<file path="src/rtl/cce_pkg.sv">
// CCE protocol types shared by the datapath and the LCE-facing ports
`default_nettype none

package cce_pkg;

  // GPR and ALU datapath width
  localparam int GPR_WIDTH = 8;

  // Coherence state carried in set-tag commands
  typedef enum logic [1:0] {
    e_coh_invalid   = 2'd0,
    e_coh_shared    = 2'd1,
    e_coh_exclusive = 2'd2
  } coh_state_e;

  // LCE request type, doubles as the request-type flag
  typedef enum logic {
    e_req_rd = 1'b0,
    e_req_wr = 1'b1
  } req_type_e;

  // LCE command type, two bits leave room for more commands
  typedef enum logic [1:0] {
    e_lce_cmd_set_tag    = 2'd0,
    e_lce_cmd_invalidate = 2'd1
  } lce_cmd_e;

endpackage

`default_nettype wire

</file>
<file path="src/rtl/cce_inst_pkg.sv">
// CCE microcode types: opcodes, operand sources, write-back targets and field widths
`default_nettype none

package cce_inst_pkg;

  import cce_pkg::*;

  // Instruction field widths
  localparam int OPCODE_WIDTH    = 4;
  localparam int SRC_WIDTH       = 3;
  localparam int DST_WIDTH       = 1;
  localparam int INST_ADDR_WIDTH = 4;
  localparam int IMM_WIDTH       = GPR_WIDTH;

  typedef enum logic [OPCODE_WIDTH-1:0] {
    e_op_wait_req = 4'd0,
    e_op_pop_req  = 4'd1,
    e_op_mov      = 4'd2,
    e_op_add      = 4'd3,
    e_op_beq      = 4'd4,
    e_op_bne      = 4'd5,
    e_op_jump     = 4'd6,
    e_op_push_cmd = 4'd7
  } opcode_e;

  // ALU operand sources, narrow ones are zero extended
  typedef enum logic [SRC_WIDTH-1:0] {
    e_src_r0        = 3'd0,
    e_src_r1        = 3'd1,
    e_src_req_lce   = 3'd2,
    e_src_rqf       = 3'd3,
    e_src_lce_req_v = 3'd4,
    e_src_imm       = 3'd5,
    e_src_const_0   = 3'd6
  } src_sel_e;

  typedef enum logic [DST_WIDTH-1:0] {
    e_dst_r0 = 1'b0,
    e_dst_r1 = 1'b1
  } dst_sel_e;

endpackage

`default_nettype wire

</file>
<file path="src/rtl/cce_alu.sv">
// CCE ALU with operand select, computing mov and add results and the branch compare
`timescale 1ns/1ps
`default_nettype none

module cce_alu
  import cce_pkg::*;
  import cce_inst_pkg::*;
  #(parameter int num_lce_p = 4
    , localparam int lce_id_width_lp = (num_lce_p > 1) ? $clog2(num_lce_p) : 1
  )
  (input wire src_sel_e                    src_a_i
   , input wire src_sel_e                  src_b_i
   , input wire [IMM_WIDTH-1:0]            imm_i
   , input wire opcode_e                   opcode_i
   , input wire [GPR_WIDTH-1:0]            r0_i
   , input wire [GPR_WIDTH-1:0]            r1_i
   , input wire [lce_id_width_lp-1:0]      req_lce_i
   , input wire req_type_e                 req_type_i
   , input wire                            lce_req_v_i
   , output logic [GPR_WIDTH-1:0]          alu_res_o
   , output logic                          branch_taken_o
  );

  // One entry per source select, shared by both operands
  logic [GPR_WIDTH-1:0] src_val [2**SRC_WIDTH];
  logic [GPR_WIDTH-1:0] opd_a;
  logic [GPR_WIDTH-1:0] opd_b;

  always_comb begin
    src_val                  = '{default: '0};
    src_val[e_src_r0]        = r0_i;
    src_val[e_src_r1]        = r1_i;
    src_val[e_src_req_lce]   = {{(GPR_WIDTH-lce_id_width_lp){1'b0}}, req_lce_i};
    src_val[e_src_rqf]       = {{(GPR_WIDTH-1){1'b0}}, req_type_i};
    src_val[e_src_lce_req_v] = {{(GPR_WIDTH-1){1'b0}}, lce_req_v_i};
    src_val[e_src_imm]       = imm_i;
  end

  assign opd_a = src_val[src_a_i];
  assign opd_b = src_val[src_b_i];

  always_comb begin
    case (opcode_i)
      e_op_beq: branch_taken_o = (opd_a == opd_b);
      e_op_bne: branch_taken_o = (opd_a != opd_b);
      default:  branch_taken_o = 1'b0;
    endcase
    // mov passes operand a through
    alu_res_o = (opcode_i == e_op_add) ? opd_a + opd_b : opd_a;
  end

endmodule

`default_nettype wire

</file>
<file path="src/rtl/cce_cmd_former.sv">
// CCE command former, builds outbound LCE command fields from the request and GPR state
`timescale 1ns/1ps
`default_nettype none

module cce_cmd_former
  import cce_pkg::*;
  #(parameter int num_lce_p      = 4
    , parameter int addr_width_p = 32
    , localparam int lce_id_width_lp = (num_lce_p > 1) ? $clog2(num_lce_p) : 1
  )
  (input wire lce_cmd_e                    cmd_type_i
   , input wire [GPR_WIDTH-1:0]            r1_i
   , input wire [lce_id_width_lp-1:0]      req_lce_i
   , input wire [addr_width_p-1:0]         req_addr_i
   , input wire req_type_e                 req_type_i
   , output logic [lce_id_width_lp-1:0]    lce_cmd_dst_o
   , output lce_cmd_e                      lce_cmd_type_o
   , output logic [addr_width_p-1:0]       lce_cmd_addr_o
   , output coh_state_e                    lce_cmd_state_o
  );

  assign lce_cmd_type_o = cmd_type_i;
  assign lce_cmd_addr_o = req_addr_i;

  always_comb begin
    if (cmd_type_i == e_lce_cmd_set_tag) begin
      lce_cmd_dst_o   = req_lce_i;
      lce_cmd_state_o = (req_type_i == e_req_wr) ? e_coh_exclusive : e_coh_shared;
    end else begin
      // Invalidate walk target lives in r1
      lce_cmd_dst_o   = r1_i[lce_id_width_lp-1:0];
      lce_cmd_state_o = e_coh_invalid;
    end
  end

endmodule

`default_nettype wire

</file>
<file path="src/rtl/cce_inst_decode.sv">
// CCE instruction decoder, turns the current opcode into queue strobes, stalls and branches
`timescale 1ns/1ps
`default_nettype none

module cce_inst_decode
  import cce_pkg::*;
  import cce_inst_pkg::*;
  (input wire opcode_e                 opcode_i
   , input wire [IMM_WIDTH-1:0]        imm_i
   , input wire                        lce_req_v_i
   , input wire                        lce_cmd_ready_i
   , input wire                        branch_taken_i
   , output logic                      pc_stall_o
   , output logic                      branch_v_o
   , output logic                      req_capture_o
   , output logic                      gpr_w_v_o
   , output logic                      lce_req_yumi_o
   , output logic                      lce_cmd_v_o
   , output lce_cmd_e                  cmd_type_o
  );

  always_comb begin
    pc_stall_o     = 1'b0;
    branch_v_o     = 1'b0;
    req_capture_o  = 1'b0;
    gpr_w_v_o      = 1'b0;
    lce_req_yumi_o = 1'b0;
    lce_cmd_v_o    = 1'b0;
    case (opcode_i)
      e_op_wait_req: pc_stall_o = !lce_req_v_i;
      // Yumi only while the request is valid
      e_op_pop_req: begin
        pc_stall_o     = !lce_req_v_i;
        lce_req_yumi_o = lce_req_v_i;
        req_capture_o  = lce_req_v_i;
      end
      e_op_mov, e_op_add: gpr_w_v_o = 1'b1;
      e_op_beq, e_op_bne: branch_v_o = branch_taken_i;
      e_op_jump: branch_v_o = 1'b1;
      // Hold the instruction until the command is accepted
      e_op_push_cmd: begin
        lce_cmd_v_o = 1'b1;
        pc_stall_o  = !lce_cmd_ready_i;
      end
      default: pc_stall_o = 1'b0;
    endcase
  end

  // Command type is carried in the immediate of push_cmd
  assign cmd_type_o = lce_cmd_e'(imm_i[$bits(lce_cmd_e)-1:0]);

endmodule

`default_nettype wire

</file>
<file path="src/rtl/cce_pc_rom.sv">
// CCE program counter with stall and branch, reading the fixed coherence microcode ROM
`timescale 1ns/1ps
`default_nettype none

module cce_pc_rom
  import cce_pkg::*;
  import cce_inst_pkg::*;
  #(parameter int num_lce_p = 4)
  (input wire                            clk_i
   , input wire                          arst_n_i
   , input wire                          pc_stall_i
   , input wire                          branch_v_i
   , output opcode_e                     opcode_o
   , output src_sel_e                    src_a_o
   , output src_sel_e                    src_b_o
   , output dst_sel_e                    dst_o
   , output logic [IMM_WIDTH-1:0]        imm_o
   , output logic [INST_ADDR_WIDTH-1:0]  target_o
  );

  // Branch targets inside the program
  localparam logic [INST_ADDR_WIDTH-1:0] wait_addr_lp    = 0;
  localparam logic [INST_ADDR_WIDTH-1:0] inv_loop_addr_lp = 4;
  localparam logic [INST_ADDR_WIDTH-1:0] next_lce_addr_lp = 6;
  localparam logic [INST_ADDR_WIDTH-1:0] set_tag_addr_lp = 8;

  logic [INST_ADDR_WIDTH-1:0] pc_r;

  always_ff @(posedge clk_i or negedge arst_n_i) begin
    if (!arst_n_i) begin
      pc_r <= '0;
    end else if (pc_stall_i) begin
      pc_r <= pc_r;
    end else if (branch_v_i) begin
      pc_r <= target_o;
    end else begin
      pc_r <= pc_r + 1'b1;
    end
  end

  // Unused entries jump back to the wait loop
  always_comb begin
    opcode_o = e_op_jump;
    src_a_o  = e_src_const_0;
    src_b_o  = e_src_const_0;
    dst_o    = e_dst_r0;
    imm_o    = '0;
    target_o = wait_addr_lp;
    case (pc_r)
      INST_ADDR_WIDTH'(0): opcode_o = e_op_wait_req;
      INST_ADDR_WIDTH'(1): opcode_o = e_op_pop_req;
      // Reads skip the invalidate walk
      INST_ADDR_WIDTH'(2): begin
        opcode_o = e_op_beq;
        src_a_o  = e_src_rqf;
        target_o = set_tag_addr_lp;
      end
      INST_ADDR_WIDTH'(3): begin
        opcode_o = e_op_mov;
        dst_o    = e_dst_r1;
      end
      // Requester keeps its copy
      INST_ADDR_WIDTH'(4): begin
        opcode_o = e_op_beq;
        src_a_o  = e_src_r1;
        src_b_o  = e_src_req_lce;
        target_o = next_lce_addr_lp;
      end
      INST_ADDR_WIDTH'(5): begin
        opcode_o = e_op_push_cmd;
        imm_o    = IMM_WIDTH'(e_lce_cmd_invalidate);
      end
      INST_ADDR_WIDTH'(6): begin
        opcode_o = e_op_add;
        src_a_o  = e_src_r1;
        src_b_o  = e_src_imm;
        dst_o    = e_dst_r1;
        imm_o    = IMM_WIDTH'(1);
      end
      INST_ADDR_WIDTH'(7): begin
        opcode_o = e_op_bne;
        src_a_o  = e_src_r1;
        src_b_o  = e_src_imm;
        imm_o    = IMM_WIDTH'(num_lce_p);
        target_o = inv_loop_addr_lp;
      end
      INST_ADDR_WIDTH'(8): begin
        opcode_o = e_op_push_cmd;
        imm_o    = IMM_WIDTH'(e_lce_cmd_set_tag);
      end
      default: opcode_o = e_op_jump;
    endcase
  end

endmodule

`default_nettype wire

</file>
<file path="src/rtl/cce_reg.sv">
// CCE register block holding the captured request, the request-type flag and two GPRs
`timescale 1ns/1ps
`default_nettype none

module cce_reg
  import cce_pkg::*;
  import cce_inst_pkg::*;
  #(parameter int num_lce_p      = 4
    , parameter int addr_width_p = 32
    , localparam int lce_id_width_lp = (num_lce_p > 1) ? $clog2(num_lce_p) : 1
  )
  (input wire                              clk_i
   , input wire                            arst_n_i
   , input wire                            req_capture_i
   , input wire                            gpr_w_v_i
   , input wire dst_sel_e                  dst_i
   , input wire [GPR_WIDTH-1:0]            alu_res_i
   , input wire [lce_id_width_lp-1:0]      lce_req_lce_i
   , input wire req_type_e                 lce_req_type_i
   , input wire [addr_width_p-1:0]         lce_req_addr_i
   , output logic [lce_id_width_lp-1:0]    req_lce_o
   , output logic [addr_width_p-1:0]       req_addr_o
   , output req_type_e                     req_type_o
   , output logic [GPR_WIDTH-1:0]          r0_o
   , output logic [GPR_WIDTH-1:0]          r1_o
  );

  logic [1:0][GPR_WIDTH-1:0] gpr_r;

  always_ff @(posedge clk_i or negedge arst_n_i) begin
    if (!arst_n_i) begin
      req_lce_o  <= '0;
      req_addr_o <= '0;
      req_type_o <= e_req_rd;
    end else if (req_capture_i) begin
      req_lce_o  <= lce_req_lce_i;
      req_addr_o <= lce_req_addr_i;
      req_type_o <= lce_req_type_i;
    end
  end

  always_ff @(posedge clk_i or negedge arst_n_i) begin
    if (!arst_n_i) begin
      gpr_r <= '0;
    end else if (gpr_w_v_i) begin
      gpr_r[dst_i] <= alu_res_i;
    end
  end

  assign r0_o = gpr_r[e_dst_r0];
  assign r1_o = gpr_r[e_dst_r1];

endmodule

`default_nettype wire

</file>
<file path="src/rtl/cce_top.sv">
// CCE top level, connects the microcode sequencer, decoder, ALU, registers and command former
`timescale 1ns/1ps
`default_nettype none

module cce_top
  import cce_pkg::*;
  import cce_inst_pkg::*;
  #(parameter int num_lce_p      = 4
    , parameter int addr_width_p = 32
    , localparam int lce_id_width_lp = (num_lce_p > 1) ? $clog2(num_lce_p) : 1
  )
  (input wire                             clk_i
   , input wire                           arst_n_i

   // Inbound LCE requests, valid->yumi
   , input wire                           lce_req_v_i
   , input wire [lce_id_width_lp-1:0]     lce_req_lce_i
   , input wire req_type_e                lce_req_type_i
   , input wire [addr_width_p-1:0]        lce_req_addr_i
   , output logic                         lce_req_yumi_o

   // Outbound LCE commands, valid->ready
   , output logic                         lce_cmd_v_o
   , input wire                           lce_cmd_ready_i
   , output logic [lce_id_width_lp-1:0]   lce_cmd_dst_o
   , output lce_cmd_e                     lce_cmd_type_o
   , output logic [addr_width_p-1:0]      lce_cmd_addr_o
   , output coh_state_e                   lce_cmd_state_o
  );

  opcode_e                    opcode;
  src_sel_e                   src_a;
  src_sel_e                   src_b;
  dst_sel_e                   dst;
  logic [IMM_WIDTH-1:0]       imm;
  logic [INST_ADDR_WIDTH-1:0] target;

  logic pc_stall;
  logic branch_v;
  logic req_capture;
  logic gpr_w_v;
  logic branch_taken;
  lce_cmd_e cmd_type;

  logic [GPR_WIDTH-1:0]       alu_res;
  logic [GPR_WIDTH-1:0]       r0;
  logic [GPR_WIDTH-1:0]       r1;
  logic [lce_id_width_lp-1:0] req_lce;
  logic [addr_width_p-1:0]    req_addr;
  req_type_e                  req_type;

  cce_pc_rom
    #(.num_lce_p(num_lce_p))
    pc_rom
     (.clk_i(clk_i)
      ,.arst_n_i(arst_n_i)
      ,.pc_stall_i(pc_stall)
      ,.branch_v_i(branch_v)
      ,.opcode_o(opcode)
      ,.src_a_o(src_a)
      ,.src_b_o(src_b)
      ,.dst_o(dst)
      ,.imm_o(imm)
      ,.target_o(target)
      );

  cce_inst_decode
    inst_decode
     (.opcode_i(opcode)
      ,.imm_i(imm)
      ,.lce_req_v_i(lce_req_v_i)
      ,.lce_cmd_ready_i(lce_cmd_ready_i)
      ,.branch_taken_i(branch_taken)
      ,.pc_stall_o(pc_stall)
      ,.branch_v_o(branch_v)
      ,.req_capture_o(req_capture)
      ,.gpr_w_v_o(gpr_w_v)
      ,.lce_req_yumi_o(lce_req_yumi_o)
      ,.lce_cmd_v_o(lce_cmd_v_o)
      ,.cmd_type_o(cmd_type)
      );

  cce_alu
    #(.num_lce_p(num_lce_p))
    alu
     (.src_a_i(src_a)
      ,.src_b_i(src_b)
      ,.imm_i(imm)
      ,.opcode_i(opcode)
      ,.r0_i(r0)
      ,.r1_i(r1)
      ,.req_lce_i(req_lce)
      ,.req_type_i(req_type)
      ,.lce_req_v_i(lce_req_v_i)
      ,.alu_res_o(alu_res)
      ,.branch_taken_o(branch_taken)
      );

  cce_reg
    #(.num_lce_p(num_lce_p)
      ,.addr_width_p(addr_width_p))
    regs
     (.clk_i(clk_i)
      ,.arst_n_i(arst_n_i)
      ,.req_capture_i(req_capture)
      ,.gpr_w_v_i(gpr_w_v)
      ,.dst_i(dst)
      ,.alu_res_i(alu_res)
      ,.lce_req_lce_i(lce_req_lce_i)
      ,.lce_req_type_i(lce_req_type_i)
      ,.lce_req_addr_i(lce_req_addr_i)
      ,.req_lce_o(req_lce)
      ,.req_addr_o(req_addr)
      ,.req_type_o(req_type)
      ,.r0_o(r0)
      ,.r1_o(r1)
      );

  cce_cmd_former
    #(.num_lce_p(num_lce_p)
      ,.addr_width_p(addr_width_p))
    cmd_former
     (.cmd_type_i(cmd_type)
      ,.r1_i(r1)
      ,.req_lce_i(req_lce)
      ,.req_addr_i(req_addr)
      ,.req_type_i(req_type)
      ,.lce_cmd_dst_o(lce_cmd_dst_o)
      ,.lce_cmd_type_o(lce_cmd_type_o)
      ,.lce_cmd_addr_o(lce_cmd_addr_o)
      ,.lce_cmd_state_o(lce_cmd_state_o)
      );

endmodule

`default_nettype wire

</file>
<file path="config.mk">
export PLATFORM = sky130hd
export DESIGN_NAME = cce_top
export DESIGN_NICKNAME = d
export VERILOG_FILES = /design/src/rtl/cce_pkg.sv /design/src/rtl/cce_inst_pkg.sv /design/src/rtl/cce_alu.sv /design/src/rtl/cce_cmd_former.sv /design/src/rtl/cce_inst_decode.sv /design/src/rtl/cce_pc_rom.sv /design/src/rtl/cce_reg.sv /design/src/rtl/cce_top.sv
export SDC_FILE = /design/constraint.sdc
export NUM_CORES = 1
export LEC_CHECK = 0
export BUFFER_PORTS_ARGS = -buffer_cell sky130_fd_sc_hd__buf_2
export CORE_MARGIN = 3
export CORE_UTILIZATION = 51
export DETAILED_ROUTE_END_ITERATION = 7
export PLACE_DENSITY = 0.77
export SETUP_SLACK_MARGIN = 0.02
export SYNTH_ARGS = -nofsm -noshare
export SYNTH_HDL_FRONTEND = slang
export SYNTH_SLANG_ARGS = --single-unit
export TNS_END_PERCENT = 30
</file>
<file path="constraint.sdc">
create_clock -name clk_i -period 3.9 [get_ports clk_i]
set_clock_uncertainty 0.1 [all_clocks]
set_input_delay 0.78 -clock clk_i [delete_from_list [all_inputs] [get_ports clk_i]]
set_output_delay 0.78 -clock clk_i [all_outputs]
set_load 0.01 [all_outputs]
</file>
== Yosys cells after proc, flatten, opt, wreduce, memory -nomap -nowiden ==
Cells that the tools add are included.
Operators by class
  add/sub/neg operators: 2
  $lt $le $gt $ge: 4
  eq/ne operators: 17
  muxes and demuxes: 26
  bitwise operators: 2
  reductions and logical operators: 15
Operators by type and width (count)
  $bmux 8 s3: 2
  $mux 8: 6
  $pmux 3 s7: 1
  $pmux 3 s2: 3
  $bwmux 16: 1
  $eq 4x3->1 const B: 4
  $reduce_or 2->1: 8
  $eq 3x3->1 const B: 4
  $pmux 4 s3: 1
  $add 8x8->8: 1
  $demux 8 s1: 1
  $eq 4x2->1 const B: 2
  $eq 8x8->1: 1
  $ge 4x4->1 const B: 2
  $logic_not 4->1: 2
  $ne 8x8->1: 1
  $not 3->4: 2
  $eq 3x2->1 const B: 2
  $mux 2: 3
  $pmux 1 s2: 3
  $add 4x1->4 const B: 1
  $eq 4x1->1 const B: 1
  $eq 4x4->1 const B: 1
  $mux 1: 4
  other kinds (8): 9
Storage, ports and cells
  bits in registers: 55
  bits of input ports: 39
  output and inout port bits: 40
  logic and storage cells: 72

== Logic depth before layout (Yosys ltp) ==
Gate-level depths: netlist of run 1.
  depth after elaboration: 11
  gate-level depth with buffers: 15
  gate-level depth less buffers: 14

== Modules after synthesis ==
From an unflattened synthesis of run 1, not the netlist that was laid out.
Second synthesis, totals
  cell total of the unflattened synthesis: 391
  area total of the unflattened synthesis: 4164.0 µm²
Modules (own cells, without submodules)
  cce_reg: times used 1, cells an instance 109, area each 2095.8 µm², seq. area each 1276.2 µm²
  cce_alu: times used 1, cells an instance 158, area each 1134.8 µm², seq. area each 0.0 µm²
  cce_pc_rom: times used 1, cells an instance 71, area each 538.0 µm², seq. area each 100.1 µm²
  cce_cmd_former: times used 1, cells an instance 39, area each 296.5 µm², seq. area each 0.0 µm²
  cce_inst_decode: times used 1, cells an instance 14, area each 98.8 µm², seq. area each 0.0 µm²

== Least setup slack after synthesis of run 1 ==
OpenSTA, ideal clock, no wires.
  kind: register to register
  start: register pc_rom.pc_r[0]
  end: register pc_rom.pc_r[2]
  setup time: 0.120 ns
  data arrival time: 2.733 ns
  required time: 3.680 ns
  path slack: 0.947 ns
  cell stages (with the launch flop): 12
  path buffers: 1
  period minus slack after synthesis: 2.953 ns
  cells stage by stage: dfrtp_1 ha_1 buf_2 nor3_1 nor2_1 and2_1 ha_1 nor4_1 a31oi_4 mux2i_2 mux2i_1 a31o_1
On the way
  cells in the longest elaborated chain, start to end: 11
  elaborated cells between the ends (all ways): 42
  classes of those cells: add/sub: 1; eq/ne: 15; mux: 15; bitwise: 2; reduce/logical: 9
Ends and longest elaborated chain
  from (decl): RTL line cce_pc_rom.sv:27  | logic [INST_ADDR_WIDTH-1:0] pc_r;
  from (signal assigned): RTL line cce_pc_rom.sv:33  | pc_r <= pc_r;
  from (signal assigned): RTL line cce_pc_rom.sv:35  | pc_r <= target_o;
  from (signal assigned): RTL line cce_pc_rom.sv:37  | pc_r <= pc_r + 1'b1;
  $eq 4x3->1: RTL line cce_pc_rom.sv:49  | case (pc_r)
  $reduce_or 3->1 (no source line) / $reduce_or 2->1 (equally long branches)
  $pmux 3 s2: RTL line cce_pc_rom.sv:49
  $not 3->4, on equally long branches: RTL line cce_alu.sv:39, cce_alu.sv:40
  $bmux 8 s3, on equally long branches: RTL line cce_alu.sv:39, cce_alu.sv:40
  $mux 8, on equally long branches (2 in series): RTL line cce_alu.sv:39, cce_alu.sv:40
  $ne 8x8->1 / $eq 8x8->1 (equally long branches): RTL line cce_alu.sv:45, cce_alu.sv:44
  $pmux 1 s2: RTL line cce_alu.sv:43  | case (opcode_i)
  $pmux 1 s2: RTL line cce_inst_decode.sv:29  | case (opcode_i)
  $mux 4: RTL line cce_pc_rom.sv:34  | end else if (branch_v_i) begin
Parallel ways exist; a longest one is shown, timed or not. The select of a mux whose other input is x is not followed.
A chain may end at the register's enable or synchronous reset.

== Worst setup path after layout of run 1 ==
  start: register pc_rom.pc_r[0]
  end: register pc_rom.pc_r[1]
Same word-level chain as after synthesis.

==> impl_metrics.csv, run 1 <==
group,metric,value,unit
power_and_ir_drop,leakagePower,0.00153,uW
timing,worst_slew_pin_slew,1010,ps
route,drt_first_iter_violations,147,
clock_network,clk_pin_slew,90,ps
logic_synthesis,synth_top_family_by_area,"multiplexers",
hold_path,hold_start,"regs.r1_o[3]",
hold_path,min_path_type,"reg -> reg",
timing,setup_tns,0,ps
logic_synthesis,synth_compound_area_share,11.9,%
logic_synthesis,synth-adder-area-share,6.19,%
logic_synthesis,ys_warn_count,0,
clock_network,clk_path_buf_depth,2,
critical_path,start_kind,"flop",
route,final_antenna_net_count,0,
finish,antenna_cells,0,
finish,syn_to_final_growth,22.0,%
logic_synthesis,synth_top_flop_cell,"dfrtp_1",
timing,fmax,0.289,GHz
finish,drive_gt1_share,41.7,%
finish,multi_input_area,1300,um2
route,via_per_inst,5.35,
critical_path,worstPathRequired,4000,ps
global_route,grt_antenna_before_repair,0,
power_and_ir_drop,switchingPower,944,uW
floorplanning,ios,79,
finish,nets,359,
placement,gp_congestion,0.810,
clock_network,numCtsBuffers,5,
critical_path,startpoint,"pc_rom.pc_r[0]",
logic_synthesis,synth_seq_cells,47,
floorplanning,dieWidth,76.6,um
critical_path,cp_max_fo,14,
global_route,track_usage,20.1,%
floorplanning,start_util,53.2,%
clock_network,cts_tree,"yes",
floorplanning,rows,25,
global_route,grt_max_degree,48,
global_route,grt_pass1_vias,2057,
power_and_ir_drop,power-per-cell-area,785,nW/um2
logic_synthesis,synth_seq_area_share,46.2,%
floorplanning,core_area,4790,um2
flow_run,cap_violations,0,
hold_path,whs_path_depth,2,
logic_synthesis,yosys.area.top_type_share,46.2,%
timing,finalCritPeriodShare,88.7,%
logic_synthesis,async_flop_share,100,%
timing,setup_viol,0,
finish,fin_util,64.9,%
route,wirelength_met1,2370,um
logic_synthesis,avgSynthCellArea,11.1,um2
placement,port_buffers,77,
timing,min_period,3460,ps
clock_network,clock_latency,300,ps
route,drc,0,
logic_synthesis,syn_area,2540,um2
floorplanning,die_h,76.6,um
critical_path,r2r-start,"pc_rom.pc_r[0]",
finish,final_cell_mix,"77 x buf_2, 47 x dfrtp_1, 37 x mux2_2",
timing,hold_viol_final,0,
global_route,grt-ovfl-total,0,
power_and_ir_drop,power_frac_comb,49.8,%
finish,nFillCells,394,
placement,dp_hpwl,4090,um
logic_synthesis,synth_xor_area_share,2.06,%
status,status,"finished clean",
route,via_count,2013,
route,drtPass1Iterations,4,
clock_network,clkSinkCount,47,
timing,slew_headroom,32.4,%
clock_network,cts.root.buffer_cell,"clkbuf_8",
logic_synthesis,synthMuxAreaShare,17.3,%
timing,rsz0062_at_grt,"false",
power_and_ir_drop,ir_drop,0.424,mV
power_and_ir_drop,p_seq_share,34.7,%
logic_synthesis,yosys.area_share.simple,12.7,%
floorplanning,dieArea,5870,um2
critical_path,critPathKind,"reg -> reg",
clock_network,cts_resized,0,
route,route.met2.wl,2650,um
finish,seqCellArea,1180,um2
power_and_ir_drop,power.internal,1490,uW
logic_synthesis,synth_top_cell_by_area,"dfrtp_1",
logic_synthesis,synth_edf_count,0,
finish,final_common_cell,"buf_2",
critical_path,crit_arrival,3560,ps
global_route,grt_first_pass_wirelength,9480,um
power_and_ir_drop,swShare,38.7,%
route,wl,5540,um
critical_path,ff2ff_path_depth,11,
clock_network,htreeDepth,2,
power_and_ir_drop,p_clk_share,15.5,%
logic_synthesis,yosys-top-cells-area,"dfrtp_1 46%, mux2_2 16%, ha_1 5.4%",
critical_path,endpoint_kind,"flop",
route,wl_met3,444,um
logic_synthesis,synthCells,230,
timing,maxSlewViolCount,0,
logic_synthesis,netlist-cell-type-count,43,
clock_network,postCtsSetupBuffers,0,
clock_network,hold_buffers,0,
route,wl_per_cell,14.7,um
route,top_layer,"met4",
stage by stage:
step	hold slack, ps	total power, uW	area [um2]	setup WS, ps	cells
6_report	378	2440	3100	442	376
5_1_grt	402	2640	3100	135	376
4_1_cts	380	2460	3100	464	376
3_5_place_dp	360	2070	2980	483	368
3_3_place_gp	358	2030	2980	592	368
2_1_floorplan	340	1690	2560	947	234
cells in the mapped netlist, types with 2 or more instances:
cell type / count
inv_1: 6
nor2b_1: 3
xor2_1: 2
a21oi_1: 10
nand2b_1: 3
nand3_1: 3
a21o_1: 4
xnor2_1: 4
dfrtp_1: 47
o21ai_0: 10
o21bai_1: 2
o211ai_1: 2
a31oi_1: 2
buf_4: 4
o21a_1: 2
and2_1: 6
nor4_1: 3
clkbuf_1: 3
nor2_1: 10
nor3_1: 6
o31ai_1: 3
nor3b_1: 3
mux2_2: 37
nand3b_1: 3
buf_2: 5
nand2_1: 20
ha_1: 11
sequential cells by signal, summed over array words and instances (netlist names):
signal	count
regs.req_addr_o	32
regs.r1_o	8
pc_rom.pc_r	4
regs.req_lce_o	2
regs.req_type_o	1
worst max-delay path: stages (launching register included):
cell	delay, ps
dfrtp_1	440
inv_1	100
ha_1	430
nor3_1	130
nor2_1	390
and2_1	200
ha_1	270
nor4_1	460
a31oi_4	170
mux2i_2	360
nor3_1	90
a221oi_1	220
worst paths after layout:
| check | to | slack (ps) |
|---|---|---|
| max | pc_rom.pc_r[1] | 440 |
| min reg2reg | regs.r1_o[3] | 380 |
| max reg2reg | pc_rom.pc_r[1] | 440 |
| max in group asynchronous | regs.req_lce_o[0] | 2530 |
| min in group asynchronous | pc_rom.pc_r[3] | 550 |
| min | regs.r1_o[3] | 380 |
final cells by class:
cell class              instances  share of cell area [%]
clock buffers                   6                    2.66
clock inverters                 2                    1.25
inverters                       6                   0.726
multi-input cells             169                    41.9
flip-flops and latches         47                    37.9
well taps                      67                    2.70
repair buffers                 79                    12.9
cell families (layout without fill, tap and decap cells):
family / after synthesis / in the layout
muxes: 39 / 39
xor gates and xnor gates: 6 / 6
AOI/OAI and AO/OA: 44 / 44
other: 1 / 5
buffers and inverters: 18 / 93
and+or+nand+nor: 63 / 63
DFF: 47 / 47
adders and majority gates: 12 / 12
layer usage:
layer,vias up,global-route usage [%]
met4,0,6.70
met2,66,33.3
li1,972,-
met1,967,24.7
met5,-,0
met3,8,6.62
power by group through the flow:
stage	logic [uW]	registers [uW]	clock network (uW)
floorplan	784	903	0
global placement	1190	842	0
detailed placement	1220	855	0
CTS	1220	847	390
global route	1350	878	412
finish	1210	845	379
Power figures use the tool's default switching activity.
==> run 2: changes to the inputs <==
--- a/config.mk
+++ b/config.mk
@@ -9,7 +9,7 @@
 export CORE_MARGIN = 3
 export CORE_UTILIZATION = 51
 export DETAILED_ROUTE_END_ITERATION = 7
-export PLACE_DENSITY = 0.77
+export PLACE_DENSITY_LB_ADDON = 0.2
 export SETUP_SLACK_MARGIN = 0.02
 export SYNTH_ARGS = -nofsm -noshare
 export SYNTH_HDL_FRONTEND = slang
==> impl_metrics.csv, run 2 (synthesis gave the netlist of run 1 again) <==
group,metric,value,unit
global_route,grt_max_degree,48,
clock_network,cts.root.buffer_cell,"clkbuf_8",
power_and_ir_drop,p_clk_share,13.0,%
clock_network,numCtsBuffers,5,
route,wl_per_cell,14.8,um
finish,antenna_cells,0,
critical_path,critical-path-max-stage-delay,440,ps
floorplanning,ios,79,
finish,syn_to_final_growth,21.4,%
flow_run,cap_violations,0,
critical_path,critPathKind,"reg -> reg",
clock_network,clk_path_buf_depth,2,
route,via_count,2030,
critical_path,crit_arrival,3410,ps
global_route,use_met3,7.68,%
clock_network,clock_latency,300,ps
timing,slew_headroom,31.8,%
power_and_ir_drop,total_power,2370,uW
hold_path,min_path_type,"reg -> reg",
timing,setup_viol,0,
route,drc,0,
floorplanning,rows,25,
timing,hold_viol_final,0,
clock_network,hold_buffers,0,
floorplanning,die_h,76.6,um
status,status,"finished clean",
clock_network,clk_pin_slew,80,ps
route,final_antenna_net_count,0,
placement,dp_hpwl,4220,um
route,wl,5590,um
finish,largest_register,"regs.req_addr_o",
critical_path,startpoint,"pc_rom.pc_r[0]",
route,drtPass1Iterations,4,
power_and_ir_drop,power_frac_comb,51.2,%
finish,final_common_cell,"buf_2",
critical_path,slowest_stage,"dfrtp_1",
timing,rsz0062_at_grt,"false",
floorplanning,start_util,53.2,%
global_route,top_usage_layer,"met2",
global_route,grt-ovfl-total,0,
power_and_ir_drop,p_seq_share,35.8,%
critical_path,worstPathRequired,3980,ps
power_and_ir_drop,power-per-cell-area,768,nW/um2
critical_path,cp_num_buf_inv,0,
global_route,track_usage,20.0,%
finish,drive_gt1_share,41.9,%
clock_network,clkSinkCount,47,
global_route,met2_usage,31.8,%
critical_path,crit_chain,"ha_1 > nor3_1 > nor2_1 > a32o_1 > ha_1 > fa_1 > a21o_1 > a21oi_1 > o21bai_1 > a21oi_1 > xor2_1 > o21ai_0",
timing,fmax,0.301,GHz
finish,largest_reg_flops,32,
timing,maxSlewViolCount,0,
timing,setup_tns,0,ps
floorplanning,core_area,4790,um2
floorplanning,dieArea,5870,um2
finish,nets,360,
power_and_ir_drop,ir_drop,0.447,mV
placement,port_buffers,77,
route,via_per_inst,5.38,
hold_path,hold_start,"regs.r1_o[3]",
critical_path,cpLargestDelayFamily,"compound AO/OA/AOI/OAI gates",
clock_network,postCtsSetupBuffers,0,
finish,seqCellArea,1180,um2
placement,gp_congestion,0.875,
power_and_ir_drop,swShare,39.7,%
finish,multi_input_area,1300,um2
finish,final_cell_mix,"77 x buf_2, 47 x dfrtp_1, 37 x mux2_2",
global_route,grt_first_pass_wirelength,9460,um
clock_network,htreeDepth,2,
timing,finalCritPeriodShare,85.3,%
timing,worst_slew_pin_slew,1020,ps
global_route,grt_antenna_before_repair,0,
critical_path,endpoint_kind,"flop",
global_route,met1_usage,25.0,%
floorplanning,dieWidth,76.6,um
critical_path,cp_max_fo,11,
global_route,grt_pass1_vias,2064,
route,drt_first_iter_violations,100,
critical_path,r2r-start,"pc_rom.pc_r[0]",
power_and_ir_drop,leakagePower,0.00152,uW
power_and_ir_drop,power.internal,1430,uW
clock_network,cts_resized,0,
clock_network,cts_tree,"yes",
timing,min_period,3330,ps
finish,nFillCells,403,
power_and_ir_drop,switchingPower,942,uW
critical_path,start_kind,"flop",
==> run 2: cell count changes in the layout (fill, tap and decap cells not counted), sizes merged <==
cell	previous run	this run
clkinv	0	1
bufinv	1	0
buf	79	80
inv	7	6
clkinvlp	0	1
==> run 2: layout make-up <==
type / instances / area share, %
inverters: 6 / 0.729
well taps: 67 / 2.71
repair buffers: 80 / 13.2
clock inverters: 2 / 0.527
multi-input cells: 169 / 42.1
clock buffers: 6 / 2.67
flip-flops and latches: 47 / 38.1
==> run 2: routing by layer <==
layer  share of wire (%)  vias to the layer above
met5                   0                        -
met4                 1.4                        0
met3                 9.3                       10
met2                  47                       76
met1                  42                      972
li1                    -                      972
==> run 2: worst register-to-register path, cell delays in order, from the launching register on <==
cell      delay [ps]
dfrtp_1          440
ha_1             350
nor3_1           320
nor2_1           190
a32o_1           240
ha_1             220
fa_1             430
a21o_1           180
a21oi_1          230
o21bai_1          90
a21oi_1          170
xor2_1           160
o21ai_0          100
==> run 2: power by group through the flow <==
stage                     Clock [uW]  Sequential, uW  Combinational, uW
after floorplan                    0             903                784
after global placement             0             844               1200
after CTS                        321             849               1230
after detailed placement           0             855               1220
final                            309             849               1220
after global routing             341             879               1340
==> run 2: per-stage QoR <==
stage	setup WS (ps)	util (%)	area [um2]	std cells	hold slack [ps]
final	574	64.5	3090	377	373
after detailed placement	614	62.5	2990	369	359
after global placement	754	62.5	2990	369	371
after floorplan	947	-	2560	234	340
after global routing	248	64.5	3090	377	408
after CTS	580	64.5	3090	377	379
==> run 2: worst paths after layout <==
kind                                 endpoint  slack, ps  cells after the start
max reg2reg                      regs.r1_o[6]        570                     12
min reg2reg                      regs.r1_o[3]        370                      2
min in group asynchronous      pc_rom.pc_r[0]        550                      1
max                              regs.r1_o[6]        570                     12
max in group asynchronous  regs.req_addr_o[1]       2520                      1
min                              regs.r1_o[3]        370                      2
==> run 3: changes to the inputs <==
--- a/config.mk
+++ b/config.mk
@@ -7,7 +7,7 @@
 export LEC_CHECK = 0
 export BUFFER_PORTS_ARGS = -buffer_cell sky130_fd_sc_hd__buf_2
 export CORE_MARGIN = 3
-export CORE_UTILIZATION = 51
+export CORE_UTILIZATION = 55
 export DETAILED_ROUTE_END_ITERATION = 7
 export PLACE_DENSITY_LB_ADDON = 0.2
 export SETUP_SLACK_MARGIN = 0.02
==> constraint.sdc (replaced) <==
create_clock -name clk_i -period 4 [get_ports clk_i]
set_clock_uncertainty 0.1 [all_clocks]
set_input_delay 0.8 -clock clk_i [delete_from_list [all_inputs] [get_ports clk_i]]
set_output_delay 0.8 -clock clk_i [all_outputs]
set_load 0.01 [all_outputs]
==> impl_metrics.csv, run 3 (synthesis gave the netlist of run 1 again) <==
group,metric,value,unit
status,status,"finished clean",
critical_path,start_kind,"flop",
critical_path,crit_arrival,3510,ps
finish,syn_to_final_growth,21.3,%
placement,gp_congestion,0.840,
floorplanning,dieArea,5480,um2
timing,min_period,3420,ps
placement,dpl_cell_area,2970,um2
route,via_count,2024,
finish,largest_reg_flops,32,
clock_network,cts_resized,0,
power_and_ir_drop,leakagePower,0.00153,uW
floorplanning,ios,79,
timing,hold_viol_final,0,
power_and_ir_drop,total_power,2360,uW
finish,design_area,3090,um2
timing,fmax,0.293,GHz
global_route,grt_max_degree,48,
placement,port_buffers,77,
finish,largest_register,"regs.req_addr_o",
global_route,grt_pass1_vias,2056,
timing,finalCritPeriodShare,85.4,%
global_route,grt_antenna_before_repair,0,
route,via_per_inst,5.59,
clock_network,hold_buffers,0,
route,wl_per_cell,15.3,um
critical_path,cp_max_fo,14,
finish,layout.cells.non_filler,362,
clock_network,clkSinkCount,47,
global_route,track_usage,21.2,%
critical_path,critPathKind,"reg -> reg",
timing,slew_headroom,60.3,%
flow_run,cap_violations,0,
timing,setup_viol,0,
finish,nets,360,
finish,final_cell_mix,"77 x buf_2, 47 x dfrtp_1, 37 x mux2_2",
clock_network,htreeDepth,2,
placement,dp_hpwl,4110,um
global_route,grt_first_pass_wirelength,8940,um
floorplanning,dieWidth,74.0,um
route,drc,0,
clock_network,numCtsBuffers,5,
floorplanning,core_area,4410,um2
floorplanning,rows,24,
critical_path,rrSetupSlack,580,ps
floorplanning,start_util,57.7,%
clock_network,clock_latency,300,ps
hold_path,min_path_type,"reg -> reg",
placement,placed_cells,354,
critical_path,endpoint_kind,"flop",
global_route,grt-ovfl-total,0,
power_and_ir_drop,power-per-cell-area,764,nW/um2
timing,setup_tns,0,ps
timing,rsz0062_at_grt,"false",
route,wl,5530,um
finish,antenna_cells,0,
finish,final_common_cell,"buf_2",
critical_path,worstPathRequired,4100,ps
clock_network,postCtsSetupBuffers,0,
route,drtPass1Iterations,4,
clock_network,cts_tree,"yes",
floorplanning,die_h,74.0,um
power_and_ir_drop,ir_drop,0.471,mV
timing,maxSlewViolCount,0,
finish,drive_gt1_share,41.9,%
timing,worst_slew_pin_slew,590,ps
clock_network,cts.root.buffer_cell,"clkbuf_8",
clock_network,clk_path_buf_depth,2,
clock_network,clk_pin_slew,90,ps
route,final_antenna_net_count,0,
route,drt_first_iter_violations,114,
==> run 3: changes by cell type in the layout (fill, tap and decap cells not counted), sizes merged <==
| cell | delta |
|---|---|
| inv | +1 |
| clkbuf | -1 |
| clkinvlp | -1 |
| bufinv | +1 |
==> run 3: metal layers <==
layer / up-vias / wire length (um) / GRT usage [%]
li1: 976 / - / -
met1: 970 / 2290 / 24.8
met2: 71 / 2750 / 37.0
met3: 7 / 421 / 6.35
met4: 0 / 72 / 7.44
met5: - / 0 / 0
==> run 3: area by class of cell <==
cell class	instances	area, um2
fill	344	1330
multi-input combinational	169	1300
sequential	47	1180
timing repair buffer	80	408
clock buffer	5	68.8
tap	52	65.1
clock inverter	3	47.5
inverter	6	22.5
==> run 3: path summary, 6_finish.rpt <==
| check | end | depth (start not counted) | from |
|---|---|---|---|
| worst max-delay path | pc_rom.pc_r[2] | 11 | pc_rom.pc_r[0] |
| worst min-delay path | regs.r1_o[4] | 2 | regs.r1_o[4] |
| worst max register to register | pc_rom.pc_r[2] | 11 | pc_rom.pc_r[0] |
| worst min register to register | regs.r1_o[4] | 2 | regs.r1_o[4] |
| max in group asynchronous | regs.req_addr_o[31] | 2 | arst_n_i |
| min in group asynchronous | pc_rom.pc_r[0] | 2 | arst_n_i |
==> run 3: through the flow <==
| step | utilization [%] | hold slack, ps | setup WS, ps |
|---|---|---|---|
| 2_1_floorplan | - | 340 | 1050 |
| 3_3_place_gp | 67.3 | 354 | 690 |
| 3_5_place_dp | 67.3 | 359 | 577 |
| 4_1_cts | 70.0 | 380 | 581 |
| 5_1_grt | 70.0 | 412 | 155 |
| 6_report | 70.0 | 378 | 585 |
==> run 3: worst max-delay path, cell delays in order (launching register included) <==
cell and delay, ps:
dfrtp_1 460, inv_1 110, ha_1 430, nor3_1 110, nor2_1 380, and2_1 200
ha_1 260, nor4_1 430, a31oi_4 170, mux2i_2 350, mux2i_1 120, a31o_1 190
==> run 3: power breakdown <==
group	leakage (uW)	switching (uW)	internal (uW)
clock network	0.0000587	170	190
registers	0.000590	138	691
logic	0.000878	612	560
